<file path="config.mk">
export PLATFORM = sky130hd
export DESIGN_NAME = dds_scope_top
export DESIGN_NICKNAME = d
export VERILOG_FILES = /design/src/verilog/dds_scope_pkg.sv /design/src/verilog/key_hold_tracker.sv /design/src/verilog/lfsr_bit_gen.sv /design/src/verilog/dds_modulator.sv /design/src/verilog/trace_capture.sv /design/src/verilog/apb_regs.sv /design/src/verilog/dds_scope_top.sv
export VERILOG_INCLUDE_DIRS = /design/src /design/src/verilog
export SDC_FILE = /design/constraint.sdc
export NUM_CORES = 1
export LEC_CHECK = 0
export ABC_AREA = 1
export BUFFER_PORTS_ARGS = -buffer_cell sky130_fd_sc_hd__buf_2
export CORE_ASPECT_RATIO = 1.4
export CORE_MARGIN = 4
export CORE_UTILIZATION = 30
export CTS_CLUSTER_SIZE = 20
export DETAILED_ROUTE_END_ITERATION = 16
export GPL_TIMING_DRIVEN = 0
export SLEW_MARGIN = 10
export SYNTH_ARGS = -nofsm -noshare
export SYNTH_HDL_FRONTEND = slang
export SYNTH_HIERARCHICAL = 1
export SYNTH_SLANG_ARGS = --single-unit
</file>
<file path="constraint.sdc">
create_clock -name CLK_25MHZ -period 4.2 [get_ports CLK_25MHZ]
set_input_delay 0.63 -clock CLK_25MHZ [delete_from_list [all_inputs] [get_ports CLK_25MHZ]]
set_output_delay 0.63 -clock CLK_25MHZ [all_outputs]
set_load 0.01 [all_outputs]
</file>
<file path="src/verilog/dds_scope_params.svh">
`ifndef DDS_SCOPE_PARAMS_SVH
`define DDS_SCOPE_PARAMS_SVH

// datapath widths
`define PHASE_W            32
`define SAMPLE_W           12
`define KEY_COUNT          12

`define LFSR_TICK          20       // clocks per lfsr step
`define TRACE_DEPTH        16       // samples per trace
`define TRACE_DECIM        5        // clocks between samples
`define RESET_CARRIER_INC  32'd258

////////////////////////////////////////
// keyboard scan codes, make only
`define BREAK_OFFSET       8'h80
`define SC_1               8'h16
`define SC_2               8'h1E
`define SC_3               8'h26
`define SC_4               8'h25
`define SC_5               8'h2E
`define SC_6               8'h36
`define SC_7               8'h3D
`define SC_8               8'h3E
`define SC_N               8'h31
`define SC_M               8'h3A
`define SC_F1              8'h05
`define SC_F2              8'h06

////////////////////////////////////////
// apb byte offsets
`define REG_CTRL           8'h00
`define REG_CARRIER_INC    8'h04
`define REG_FSK_INC        8'h08
`define REG_ARM_STATUS     8'h0C
`define REG_KEYS           8'h10
`define TRACE0_BASE        8'h40
`define TRACE1_BASE        8'h80

`endif

</file>
<file path="src/verilog/dds_scope_pkg.sv">
`include "dds_scope_params.svh"

package dds_scope_pkg;

   // tuning word or accumulator phase
   typedef logic [`PHASE_W-1:0] phase_t;

   // unsigned waveform sample
   typedef logic [`SAMPLE_W-1:0] sample_t;

   // bit 0 is key 1 ... bit 7 key 8, then N, M, F1, F2
   typedef logic [`KEY_COUNT-1:0] key_mask_t;

   typedef logic [$clog2(`TRACE_DEPTH)-1:0] trace_idx_t;

   // waveform shape for the carrier
   typedef enum logic [1:0]
   {
      SIG_SAW      = 2'd0,
      SIG_SQUARE   = 2'd1,
      SIG_TRIANGLE = 2'd2,
      SIG_DATA     = 2'd3
   } sig_sel_t;

   // keying applied to the modulated output
   typedef enum logic [1:0]
   {
      MOD_ASK  = 2'd0,
      MOD_BPSK = 2'd1,
      MOD_FSK  = 2'd2,
      MOD_OFF  = 2'd3
   } mod_sel_t;

endpackage

</file>
<file path="src/verilog/key_hold_tracker.sv">
`timescale 1ns/1ps
`include "dds_scope_params.svh"

module key_hold_tracker
(
   input  logic                     CLK_25MHZ,
   input  logic                     reset_from_key,
   input  logic                     event_valid,
   input  logic [7:0]               event_code,
   output dds_scope_pkg::key_mask_t held_keys
);
   import dds_scope_pkg::*;

   // make codes in bitmap order
   localparam logic [7:0] MAKE_CODE [`KEY_COUNT] = '{
      `SC_1,
      `SC_2,
      `SC_3,
      `SC_4,
      `SC_5,
      `SC_6,
      `SC_7,
      `SC_8,
      `SC_N,
      `SC_M,
      `SC_F1,
      `SC_F2
   };

   key_mask_t held_q;

   always_ff @(posedge CLK_25MHZ)
   begin
      if (reset_from_key)
      begin
         held_q <= '0;
      end
      else if (event_valid)
      begin
         for (int i = 0; i < `KEY_COUNT; i++)
         begin
            if (event_code == MAKE_CODE[i])
            begin
               held_q[i] <= 1'b1;                  // key went down
            end
            else if (event_code == MAKE_CODE[i] + `BREAK_OFFSET)
            begin
               held_q[i] <= 1'b0;                  // key released
            end
         end
      end
   end

   assign held_keys = held_q;   // unknown codes fall through

endmodule

</file>
<file path="src/verilog/lfsr_bit_gen.sv">
`timescale 1ns/1ps
`include "dds_scope_params.svh"

module lfsr_bit_gen
(
   input  logic CLK_25MHZ,
   input  logic reset_from_key,
   output logic data_bit
);

   localparam int TICK_W = ($clog2(`LFSR_TICK) > 0) ? $clog2(`LFSR_TICK) : 1;

   logic [TICK_W-1:0] tick_cnt;
   logic [4:0]        state;

   // x^5 + x^3 + 1, period 31
   always_ff @(posedge CLK_25MHZ)
   begin
      if (reset_from_key)
      begin
         tick_cnt <= '0;
         state    <= 5'b00001;
      end
      else if (tick_cnt == TICK_W'(`LFSR_TICK - 1))
      begin
         tick_cnt <= '0;
         state    <= {state[3:0], state[4] ^ state[2]};
      end
      else
      begin
         tick_cnt <= tick_cnt + 1'b1;
      end
   end

   assign data_bit = state[0];

   // zero state would lock the generator forever
   a_state_nonzero: assert property (@(posedge CLK_25MHZ) disable iff (reset_from_key)
      state != 5'b00000)
      else $error("lfsr state stuck at zero");

endmodule

</file>
<file path="src/verilog/dds_modulator.sv">
`timescale 1ns/1ps
`include "dds_scope_params.svh"

module dds_modulator
(
   input  logic                    CLK_25MHZ,
   input  logic                    reset_from_key,
   input  logic                    data_bit,
   input  dds_scope_pkg::sig_sel_t sig_sel,
   input  dds_scope_pkg::mod_sel_t mod_sel,
   input  dds_scope_pkg::phase_t   carrier_inc,
   input  dds_scope_pkg::phase_t   fsk_inc,
   output dds_scope_pkg::sample_t  sig_sample,
   output dds_scope_pkg::sample_t  mod_sample
);
   import dds_scope_pkg::*;

   localparam sample_t MIDSCALE = {1'b1, {(`SAMPLE_W-1){1'b0}}};

   phase_t  carrier_phase;
   phase_t  fsk_phase;
   sample_t sig_next;
   sample_t mod_next;

   // phase to sample, top bits drive every shape
   function automatic sample_t shape(input phase_t p, input sig_sel_t sel, input logic bit_in);
      sample_t s;
      case (sel)
         SIG_SAW:
            s = p[`PHASE_W-1 -: `SAMPLE_W];
         SIG_SQUARE:
            s = {`SAMPLE_W{p[`PHASE_W-1]}};
         SIG_TRIANGLE:
            s = p[`PHASE_W-1] ? ~p[`PHASE_W-2 -: `SAMPLE_W] : p[`PHASE_W-2 -: `SAMPLE_W];
         default:
            s = {`SAMPLE_W{bit_in}};               // raw data bit
      endcase
      return s;
   endfunction

   ////////////////////////////////////////
   // phase accumulators
   always_ff @(posedge CLK_25MHZ)
   begin
      if (reset_from_key)
      begin
         carrier_phase <= '0;
         fsk_phase     <= '0;
      end
      else
      begin
         carrier_phase <= carrier_phase + carrier_inc;
         fsk_phase     <= fsk_phase + (data_bit ? fsk_inc : carrier_inc);  // mark vs space
      end
   end

   ////////////////////////////////////////
   // shaping and keying
   always_comb
   begin
      sig_next = shape(carrier_phase, sig_sel, data_bit);
      case (mod_sel)
         MOD_ASK:
            mod_next = data_bit ? sig_next : '0;
         MOD_BPSK:
            mod_next = data_bit ? sig_next : ~sig_next;   // 180 deg flip
         MOD_FSK:
            mod_next = shape(fsk_phase, sig_sel, data_bit);
         default:
            mod_next = MIDSCALE;
      endcase
   end

   // output register, one cycle behind the phase
   always_ff @(posedge CLK_25MHZ)
   begin
      sig_sample <= sig_next;
      mod_sample <= mod_next;
   end

endmodule

</file>
<file path="src/verilog/trace_capture.sv">
`timescale 1ns/1ps
`include "dds_scope_params.svh"

module trace_capture
#(
   parameter int DEPTH = `TRACE_DEPTH,
   parameter int DECIM = `TRACE_DECIM
)
(
   input  logic                      CLK_25MHZ,
   input  logic                      reset_from_key,
   input  logic                      arm,
   input  dds_scope_pkg::sample_t    sample_in,
   input  dds_scope_pkg::trace_idx_t rd_index,
   output dds_scope_pkg::sample_t    rd_sample,
   output logic                      done
);
   import dds_scope_pkg::*;

   localparam int ADDR_W = (DEPTH > 1) ? $clog2(DEPTH) : 1;
   localparam int IDX_W  = $clog2(DEPTH + 1);             // must reach DEPTH
   localparam int DEC_W  = (DECIM > 1) ? $clog2(DECIM) : 1;

   sample_t           buffer [DEPTH];
   logic [IDX_W-1:0]  wr_idx;
   logic [DEC_W-1:0]  dec_cnt;
   logic              capturing;
   logic              take;

   assign capturing = (wr_idx < IDX_W'(DEPTH));
   assign take      = capturing && (dec_cnt == DEC_W'(DECIM - 1));

   always_ff @(posedge CLK_25MHZ)
   begin
      if (reset_from_key)
      begin
         wr_idx  <= IDX_W'(DEPTH);                   // idle
         dec_cnt <= '0;
         done    <= 1'b0;
      end
      else if (arm)
      begin
         wr_idx  <= IDX_W'(1);                       // sample 0 taken now
         dec_cnt <= '0;
         done    <= (DEPTH == 1);
      end
      else if (take)
      begin
         wr_idx  <= wr_idx + 1'b1;
         dec_cnt <= '0;
         done    <= (wr_idx == IDX_W'(DEPTH - 1));
      end
      else if (capturing)
      begin
         dec_cnt <= dec_cnt + 1'b1;
      end
   end

   // sample storage
   always_ff @(posedge CLK_25MHZ)
   begin
      if (arm)
         buffer[0] <= sample_in;
      else if (take)
         buffer[ADDR_W'(wr_idx)] <= sample_in;
   end

   assign rd_sample = (rd_index < DEPTH) ? buffer[ADDR_W'(rd_index)] : '0;

   a_idx_range: assert property (@(posedge CLK_25MHZ) disable iff (reset_from_key)
      wr_idx <= IDX_W'(DEPTH))
      else $error("trace write index past depth");

endmodule

</file>
<file path="src/verilog/apb_regs.sv">
`timescale 1ns/1ps
`include "dds_scope_params.svh"

module apb_regs
(
   input  logic                      CLK_25MHZ,
   input  logic                      reset_from_key,
   input  logic                      psel,
   input  logic                      penable,
   input  logic                      pwrite,
   input  logic [7:0]                paddr,
   input  dds_scope_pkg::phase_t     pwdata,
   input  dds_scope_pkg::key_mask_t  held_keys,
   input  dds_scope_pkg::sample_t    trace0_sample,
   input  dds_scope_pkg::sample_t    trace1_sample,
   input  logic                      trace0_done,
   input  logic                      trace1_done,
   output dds_scope_pkg::phase_t     prdata,
   output dds_scope_pkg::sig_sel_t   sig_sel,
   output dds_scope_pkg::mod_sel_t   mod_sel,
   output dds_scope_pkg::phase_t     carrier_inc,
   output dds_scope_pkg::phase_t     fsk_inc,
   output logic                      arm,
   output dds_scope_pkg::trace_idx_t rd_index
);
   import dds_scope_pkg::*;

   localparam logic [7:0] WIN_MASK = 8'hC0;   // 64-byte trace windows

   logic wr_en;

   assign wr_en = psel & penable & pwrite;   // access phase only

   ////////////////////////////////////////
   // control registers
   always_ff @(posedge CLK_25MHZ)
   begin
      if (reset_from_key)
      begin
         sig_sel     <= SIG_SAW;
         mod_sel     <= MOD_ASK;
         carrier_inc <= `RESET_CARRIER_INC;
         fsk_inc     <= '0;
         arm         <= 1'b0;
      end
      else
      begin
         arm <= wr_en && (paddr == `REG_ARM_STATUS);   // single-cycle strobe
         if (wr_en && paddr == `REG_CTRL)
         begin
            sig_sel <= sig_sel_t'(pwdata[1:0]);
            mod_sel <= mod_sel_t'(pwdata[5:4]);
         end
         if (wr_en && paddr == `REG_CARRIER_INC)
            carrier_inc <= pwdata;
         if (wr_en && paddr == `REG_FSK_INC)
            fsk_inc <= pwdata;
      end
   end

   // word offset inside either trace window
   assign rd_index = paddr[5:2];

   ////////////////////////////////////////
   // readback
   always_comb
   begin
      prdata = '0;
      if ((paddr & WIN_MASK) == `TRACE0_BASE)
         prdata = phase_t'(trace0_sample);
      else if ((paddr & WIN_MASK) == `TRACE1_BASE)
         prdata = phase_t'(trace1_sample);
      else
         case (paddr)
            `REG_CTRL:        prdata = phase_t'({mod_sel, 2'b00, sig_sel});
            `REG_CARRIER_INC: prdata = carrier_inc;
            `REG_FSK_INC:     prdata = fsk_inc;
            `REG_ARM_STATUS:  prdata = phase_t'({trace1_done, trace0_done});
            `REG_KEYS:        prdata = phase_t'(held_keys);
            default:          prdata = '0;                  // hole in the map
         endcase
   end

   a_apb_setup: assert property (@(posedge CLK_25MHZ) disable iff (reset_from_key)
      $rose(penable) |-> psel)
      else $error("penable raised without psel");

endmodule

</file>
<file path="src/verilog/dds_scope_top.sv">
`timescale 1ns/1ps
`include "dds_scope_params.svh"

module dds_scope_top
(
   input  logic                  CLK_25MHZ,
   input  logic                  reset_from_key,
   input  logic                  psel,
   input  logic                  penable,
   input  logic                  pwrite,
   input  logic [7:0]            paddr,
   input  dds_scope_pkg::phase_t pwdata,
   input  logic                  event_valid,
   input  logic [7:0]            event_code,
   output dds_scope_pkg::phase_t prdata
);
   import dds_scope_pkg::*;

   key_mask_t  held_keys;
   logic       data_bit;
   sig_sel_t   sig_sel;
   mod_sel_t   mod_sel;
   phase_t     carrier_inc;
   phase_t     fsk_inc;
   logic       arm;
   trace_idx_t rd_index;
   sample_t    trace_in     [2];   // 0 carrier, 1 modulated
   sample_t    trace_sample [2];
   logic       trace_done   [2];

   key_hold_tracker i_key_hold_tracker
   (
      .CLK_25MHZ      (CLK_25MHZ),
      .reset_from_key (reset_from_key),
      .event_valid    (event_valid),
      .event_code     (event_code),
      .held_keys      (held_keys)
   );

   lfsr_bit_gen i_lfsr_bit_gen
   (
      .CLK_25MHZ      (CLK_25MHZ),
      .reset_from_key (reset_from_key),
      .data_bit       (data_bit)
   );

   dds_modulator i_dds_modulator
   (
      .CLK_25MHZ      (CLK_25MHZ),
      .reset_from_key (reset_from_key),
      .data_bit       (data_bit),
      .sig_sel        (sig_sel),
      .mod_sel        (mod_sel),
      .carrier_inc    (carrier_inc),
      .fsk_inc        (fsk_inc),
      .sig_sample     (trace_in[0]),
      .mod_sample     (trace_in[1])
   );

   ////////////////////////////////////////
   // scope traces
   for (genvar g = 0; g < 2; g++)
   begin : g_trace
      trace_capture
      #(
         .DEPTH (`TRACE_DEPTH),
         .DECIM (`TRACE_DECIM)
      )
      i_trace_capture
      (
         .CLK_25MHZ      (CLK_25MHZ),
         .reset_from_key (reset_from_key),
         .arm            (arm),
         .sample_in      (trace_in[g]),
         .rd_index       (rd_index),
         .rd_sample      (trace_sample[g]),
         .done           (trace_done[g])
      );
   end

   apb_regs i_apb_regs
   (
      .CLK_25MHZ      (CLK_25MHZ),
      .reset_from_key (reset_from_key),
      .psel           (psel),
      .penable        (penable),
      .pwrite         (pwrite),
      .paddr          (paddr),
      .pwdata         (pwdata),
      .held_keys      (held_keys),
      .trace0_sample  (trace_sample[0]),
      .trace1_sample  (trace_sample[1]),
      .trace0_done    (trace_done[0]),
      .trace1_done    (trace_done[1]),
      .prdata         (prdata),
      .sig_sel        (sig_sel),
      .mod_sel        (mod_sel),
      .carrier_inc    (carrier_inc),
      .fsk_inc        (fsk_inc),
      .arm            (arm),
      .rd_index       (rd_index)
   );

endmodule

</file>
==> flow_metrics.py, run 1 <==
metrics = {
    "sta": {
        "hold_viol": 0,
        "worstMarginPinSlew_ps": 1250,
        "setup_ws_ps": 413,
        "rsz0062_at_grt": "no",
        "fmax_mhz": 264,
        "fin_skew_ps": 50.1,
        "min_period_ps": 3790,
        "finalSetupViolations": 0,
        "hold_ws_ps": 213,
        "max-slew-margin-rel_pct": 16.2,
        "finalCritPeriodShare_pct": 90.2,
        "final-max-slew-violation-count": 0,
        "setup_tns_ps": 0,
    },
    "route": {
        "drtPass1Iterations": 5,
        "wire_per_inst_um": 18.2,
        "drt_first_iter_violations": 1806,
        "detail-route-antenna-nets": 0,
        "num_vias": 24700,
        "post_drt_via_cell_ratio": 4.72,
        "drc_errors": 0,
        "wirelength_um": 95200,
    },
    "setup_path": {
        "max_stage_delay_ps": 750,
        "cp_common_cell": "nand3_1",
        "path_max_fanout": 15,
        "slowest_stage": "dfxtp_1",
        "worstPathCellList": "buf_2, buf_2, mux2_2, ha_1, fa_1, nand3_1, nand3_1, nand2_1, nand2_1, nand3_1, nand3_1, nand2_1, inv_1, nor2_1",
        "path_buf_inv": 3,
        "end_kind": "flop",
        "cp_top_family": "simple AND/OR/NAND/NOR gates",
        "worst_setup_path_start_kind": "flop",
        "arrival_ps": 4340,
        "critPathKind": "reg -> reg",
        "critPathRequiredTime_ps": 4750,
    },
    "grt": {
        "globalRouteTotalUtil_pct": 17.6,
        "grt_start_max_net_pins": 18,
        "antenna_found_initial": 7,
        "grt_overflow": 0,
        "grt_pass1_vias": 23400,
        "grt_pass1_wl_um": 140000,
    },
    "cells_and_area": {
        "drive_above_1_share_pct": 10.7,
        "nNetsFinal": 3996,
        "fill_cells": 10400,
        "area_delta_synth_final_pct": 14.1,
    },
    "cts": {
        "cts.clk_slew.worst_paths_ps": 70,
        "ctsHoldBuffers": 0,
        "clock_sink_count": 581,
        "post_cts.repair.setup_buffers": 0,
        "ctsResizeCount": 0,
        "cts_root_buf": "clkbuf_16",
        "clockBufferDepth": 3,
        "cts_tree": "yes",
        "htreeDepth": 2,
        "insertion_delay_ps": 660,
        "cts_made_buffers": 58,
    },
    "synthesis": {
        "syn_inst": 3709,
        "syn_nets": 3848,
        "yosys-mux-area-fraction_pct": 1.19,
        "synth_common_cells": "nand2_1 (1119), inv_1 (568), nand3_1 (405), edfxtp_1 (384), nor2_1 (315)",
        "synth.distinct_cells": 46,
        "syn_avg_cell_area_um2": 8.10,
        "synth-adder-area-share_pct": 3.59,
        "async_reset_ff_share_pct": 0,
        "synthFlopType": "edfxtp_1",
        "yosysWarningCount": 6,
        "synth_area_leaders": "edfxtp_1 (38%), nand2_1 (14%), dfxtp_1 (13%)",
        "synth_top_area_cell": "edfxtp_1",
        "yosys.cell_count.top_type": "nand2_1",
        "synth-compound-area-share_pct": 6.03,
        "synthXorXnorAreaFrac_pct": 0.262,
        "ys_seq_area_share_pct": 51.5,
        "synth_area_um2": 30100,
        "synth_seq_cells": 581,
        "synth-edff-count": 384,
        "synth_top_family_by_area": "simple AND/OR/NAND/NOR gates",
        "yosysTopAreaCellShare_pct": 38.4,
        "synth-simple-area-share_pct": 27.4,
    },
    "floorplan": {
        "dieArea_um2": 105000,
        "die_h_um": 383,
        "die_w_um": 276,
        "ios": 86,
        "rows": 137,
        "core-area_um2": 99600,
        "start_util_pct": 30.2,
    },
    "pwr": {
        "intPower_mw": 9.45,
        "p_per_area_nw_per_um2": 357,
        "p_leak_nw": 15.7,
        "swShare_pct": 22.9,
        "vdd_drop_max_v": 0.000361,
        "p_comb_share_pct": 4.9,
        "p_clk_share_pct": 45.9,
        "pwr-share-seq_pct": 49.2,
        "p_sw_mw": 2.80,
    },
    "worst_hold_path": {
        "hold_class": "in -> reg",
    },
    "place": {
        "pre_cts_slack_ps": 402,
        "dp.final_hpwl_um": 71000,
        "gp_congestion": 0.936,
        "port_buffers": 85,
    },
    "job": {
        "drv_cap": 0,
    },
    "outcome": {
        "status": "finished, final reports clean",
    },
}
[logic make-up (layout without fill, tap and decap cells)]
| kind of cell | Yosys count | count (layout) |
|---|---|---|
| other cells | 0 | 4 |
| buf+inv | 721 | 918 |
| simple gates | 1955 | 1955 |
| compound gates | 326 | 326 |
| mux | 32 | 32 |
| flops | 581 | 581 |
| fa+ha+maj | 85 | 85 |
| xor+xnor | 9 | 9 |
[cell usage in the layout (no fill, tap or decap), types with 10 or more instances in the layout]
master and instances:
inv_2 11, dfxtp_1 197, edfxtp_1 384, nand4_1 21, nor2_2 41, nor2_1 301, clkbuf_16 59, ha_1 83
o21ai_1 58, a21oi_1 140, clkinv_2 14, buf_6 27, clkbuf_1 38, buf_2 144, a31oi_1 12, mux2_2 31
nand2_1 1119, inv_1 568, nor3_1 13, nand2_2 21, a22o_1 20, o21ai_0 62, buf_4 16, o211ai_1 11
nor3_2 10, nand3_1 405
[final timing paths]
check	cells past startpoint	to	start	slack, ps
max	14	i_dds_modulator/fsk_phase[24]$_SDFF_PP0_	i_lfsr_bit_gen/state[0]$_SDFFE_PP1N_	410
min	3	i_apb_regs/fsk_inc[16]$_SDFFE_PP0P_	pwdata[16]	210
max reg2reg	14	i_dds_modulator/fsk_phase[24]$_SDFF_PP0_	i_lfsr_bit_gen/state[0]$_SDFFE_PP1N_	410
min reg2reg	2	i_lfsr_bit_gen/state[4]$_SDFFE_PP0N_	i_lfsr_bit_gen/state[3]$_SDFFE_PP0N_	460
[layout make-up]
| type | count | area [µm²] | share of cell area [%] |
|---|---|---|---|
| inverters | 583 | 2200 | 6.40 |
| well taps | 1320 | 1650 | 4.82 |
| multi-input cells | 2407 | 11600 | 33.8 |
| flip-flops and latches | 581 | 15500 | 45.1 |
| clock inverters | 33 | 444 | 1.30 |
| plain buffers | 138 | 836 | 2.44 |
| diodes | 4 | 10.0 | 0.0292 |
| clock buffers | 76 | 1630 | 4.75 |
| repair buffers | 88 | 455 | 1.33 |
[per-stage QoR]
| stage | total power, mW | utilization, % | cells | instance area [µm²] |
|---|---|---|---|---|
| global route | 12.6 | 34.4 | 5226 | 34300 |
| floorplan | 6.50 | - | 3709 | 30100 |
| CTS | 12.4 | 34.4 | 5226 | 34300 |
| detailed placement | 6.75 | 32.3 | 5117 | 32200 |
| finish | 12.3 | 34.4 | 5230 | 34300 |
| global placement | 6.75 | 32.3 | 5114 | 32100 |
[flip-flops by register name, summed over array words and instances (netlist names), 6 cells and up]
name                             flops
g_trace.i_trace_capture/buffer     384
g_trace.i_trace_capture/dec_cnt      6
g_trace.i_trace_capture/wr_idx      10
i_apb_regs/carrier_inc              32
i_apb_regs/fsk_inc                  32
i_dds_modulator/carrier_phase       32
i_dds_modulator/fsk_phase           32
i_dds_modulator/mod_sample          12
i_dds_modulator/sig_sample          12
i_key_hold_tracker/held_keys        12
[layer usage]
layer	GRT usage, %	routed length [µm]
met1	21.5	38100
met2	31.2	47300
met3	2.14	5740
met4	7.14	4020
met5	0	0
[worst reg2reg max path, cell delays in order, from the launching register on]
cell and delay [ps]:
dfxtp_1 750, buf_2 370, buf_2 330, mux2_2 410
ha_1 240, fa_1 500, nand3_1 120, nand3_1 150
nand2_1 100, nand2_1 150, nand3_1 140, nand3_1 80
nand2_1 60, inv_1 40, nor2_1 240
[power groups by stage]
stage	combinational, mW	clock, mW	sequential (mW)
6_report	0.601	5.62	6.03
5_1_grt	0.646	5.94	6.03
4_1_cts	0.597	5.73	6.03
3_5_place_dp	0.594	0	6.16
3_3_place_gp	0.590	0	6.16
2_1_floorplan	0.348	0	6.15
Note: power is estimated with default switching activity, not from simulation.
==> run 2, diff against run 1 <==
- ABC_AREA: 1 -> default
==> flow_metrics.py, run 2 <==
metrics = {
    "cts": {
        "cts_tree": "yes",
        "clockBufferDepth": 3,
        "insertion_delay_ps": 600,
        "cts_root_buf": "clkbuf_16",
        "clock_sink_count": 581,
        "cts.clk_slew.worst_paths_ps": 70,
        "htreeDepth": 2,
        "cts_made_buffers": 52,
    },
    "pwr": {
        "p_clk_share_pct": 43.9,
        "p_leak_nw": 11.0,
        "vdd_drop_max_v": 0.000387,
        "pwr-share-seq_pct": 51.8,
        "p_comb_share_pct": 4.2,
        "swShare_pct": 21.2,
        "p_sw_mw": 2.46,
        "intPower_mw": 9.17,
        "p_per_area_nw_per_um2": 381,
    },
    "sta": {
        "hold_ws_ps": 279,
        "max-slew-margin-rel_pct": 11.5,
        "worstMarginPinSlew_ps": 1320,
        "final-max-slew-violation-count": 0,
        "fmax_mhz": 249,
        "finalSetupViolations": 0,
        "finalCritPeriodShare_pct": 95.7,
        "min_period_ps": 4020,
        "rsz0062_at_grt": "no",
        "hold_viol": 0,
        "fin_skew_ps": 24.2,
    },
    "synthesis": {
        "synth_area_um2": 26600,
        "synthFlopType": "edfxtp_1",
        "synth-edff-count": 384,
        "synth_seq_cells": 581,
        "synth.distinct_cells": 86,
        "syn_avg_cell_area_um2": 12.8,
        "syn_inst": 2073,
        "async_reset_ff_share_pct": 0,
        "ys_seq_area_share_pct": 58.1,
        "yosysWarningCount": 6,
        "syn_nets": 2212,
        "yosysTopAreaCellShare_pct": 43.3,
        "yosys.cell_count.top_type": "edfxtp_1",
        "synth_area_leaders": "edfxtp_1 (43%), dfxtp_1 (15%), mux4_2 (5.6%)",
        "synth_common_cells": "edfxtp_1 (384), nand2_1 (218), dfxtp_1 (197), nor2_1 (163), a21oi_1 (160)",
        "synth_top_area_cell": "edfxtp_1",
    },
    "cells_and_area": {
        "mostFrequentLayoutCells": "edfxtp_1 (384), nand2_1 (218), dfxtp_1 (196), a21oi_1 (160), nor2_1 (146)",
        "nNetsFinal": 2355,
        "regMostFlops": "g_trace.i_trace_capture/buffer",
        "area_delta_synth_final_pct": 14.6,
        "final_common_cell": "edfxtp_1",
        "largest_reg_flops": 384,
        "instances_no_fill": 3439,
        "drive_above_1_share_pct": 16.2,
    },
    "worst_hold_path": {
        "hold_end": "i_apb_regs/fsk_inc[13]$_SDFFE_PP0P_",
        "whs_path_depth": 3,
        "hold_start": "pwdata[13]",
        "hold_class": "in -> reg",
    },
    "floorplan": {
        "dieArea_um2": 93600,
        "die_h_um": 360,
        "die_w_um": 260,
        "ios": 86,
        "core-area_um2": 88300,
        "rows": 129,
        "start_util_pct": 30.2,
    },
    "setup_path": {
        "crit-reg2reg-launch": "i_lfsr_bit_gen/state[0]$_SDFFE_PP1N_",
        "critPathKind": "reg -> reg",
        "critPathRequiredTime_ps": 4700,
        "reg2reg_to": "i_dds_modulator/fsk_phase[28]$_SDFF_PP0_",
        "arrival_ps": 4520,
        "path_max_fanout": 21,
        "end_kind": "flop",
        "worst_setup_path_start_kind": "flop",
        "rr_worst_depth": 12,
        "reg2reg_setup_slack_ps": 180,
    },
    "grt": {
        "globalRouteTotalUtil_pct": 16.0,
        "grt_start_max_net_pins": 22,
        "grt_overflow": 0,
        "grt_pass1_wl_um": 114000,
        "grt_pass1_vias": 18200,
        "antenna_found_initial": 7,
    },
    "place": {
        "dp.final_hpwl_um": 58200,
        "port_buffers": 84,
        "gp_congestion": 0.916,
        "dp_cells": 3342,
    },
    "job": {
        "drv_cap": 0,
    },
    "route": {
        "detail-route-antenna-nets": 0,
        "num_vias": 17700,
        "wirelength_um": 77100,
        "wire_per_inst_um": 22.4,
        "drt_first_iter_violations": 1058,
        "drtPass1Iterations": 7,
        "drc_errors": 0,
        "post_drt_via_cell_ratio": 5.16,
    },
    "outcome": {
        "status": "finished, final reports clean",
    },
}
run 2: cell types whose count changed after synthesis, sizes merged, moves of 36 or more:
cell / delta
o21ai: -52
mux4: +96
inv: -558
a21o: +36
nor2: -186
buf: -60
xor2: +37
clkbuf: +44
a22oi: +50
nand2: -923
nand3: -388
run 2: worst max-delay path by stage:
stage	end	depth (start not counted)	slack (ps)	startpoint
2_1_floorplan	i_dds_modulator/fsk_phase[28]$_SDFF_PP0_	13	480	i_lfsr_bit_gen/state[0]$_SDFFE_PP1N_
3_3_place_gp	i_dds_modulator/fsk_phase[28]$_SDFF_PP0_	13	-1100	i_lfsr_bit_gen/state[0]$_SDFFE_PP1N_
3_5_place_dp	i_dds_modulator/fsk_phase[28]$_SDFF_PP0_	13	-1210	i_lfsr_bit_gen/state[0]$_SDFFE_PP1N_
4_1_cts	i_dds_modulator/fsk_phase[28]$_SDFF_PP0_	12	6	i_lfsr_bit_gen/state[0]$_SDFFE_PP1N_
5_1_grt	prdata[9]	9	10	paddr[2]
6_report	i_dds_modulator/fsk_phase[28]$_SDFF_PP0_	12	180	i_lfsr_bit_gen/state[0]$_SDFFE_PP1N_
run 2: through the flow:
| step | TNS, ps | utilization, % | power (mW) | area, µm² | setup slack (ps) |
|---|---|---|---|---|---|
| finish | 0 | 34.6 | 11.6 | 30500 | 180 |
| global route | 0 | 34.5 | 12.0 | 30500 | 11.2 |
| CTS | 0 | 34.5 | 11.8 | 30500 | 6.07 |
| detailed placement | -12910 | 32.4 | 6.65 | 28600 | -1210 |
| global placement | -11360 | 32.3 | 6.64 | 28500 | -1100 |
| floorplan | 0 | - | 6.44 | 26600 | 484 |
run 2: final cells by class:
class / instances / area [µm²]
clock inverters: 36 / 490
diodes: 5 / 12.5
inverters: 24 / 90.1
repair buffers: 90 / 480
flip-flops and latches: 581 / 15500
fillers: 8632 / 57800
clock buffers: 57 / 1320
plain buffers: 121 / 621
well taps: 1179 / 1480
multi-input cells: 1346 / 10500
run 2: logic make-up (layout without fill, tap and decap cells):
family	count (synthesis)	after routing	share of synthesized area (%)
buf+inv	146	328	2.66
xor+xnor	81	81	2.66
compound gates	476	476	11.7
other cells	0	5	0
simple gates	550	550	9.87
fa+ha+maj	85	85	4.05
flops	581	581	58.1
mux	154	154	10.9
run 2: metal layers:
metal / routed length [µm] / vias to the layer above / share of wire (%) / GRT usage (%)
li1: - / 8192 / - / -
met1: 27800 / 8867 / 36 / 17.0
met2: 42200 / 544 / 55 / 31.0
met3: 3420 / 140 / 4.4 / 1.98
met4: 3690 / 4 / 4.8 / 7.06
met5: 23 / - / 0.030 / 0
run 2: critical path, stage by stage (launching register included):
cell and delay [ps]:
dfxtp_4 550, clkbuf_4 350, mux2_2 430, ha_1 240, fa_1 440, a21oi_1 220
o21ai_0 190, a31oi_1 350, o21ai_2 220, a2111oi_4 410, o211ai_1 190, and3_1 220
nor3_1 120
run 2: repair_timing:
item                       in CTS  in global routing
setup endpoints to repair      21                  5
hold buffers                    0                  0
buffers inserted                0                  0
resized for setup               7                  5
run 2: power by group through the flow:
stage               Combinational [mW]  Sequential, mW  Clock, mW
floorplan                        0.288            6.16          0
global placement                 0.486            6.16          0
detailed placement               0.493            6.16          0
CTS                              0.494            6.03       5.23
global route                     0.521            6.03       5.42
finish                           0.491            6.03       5.11
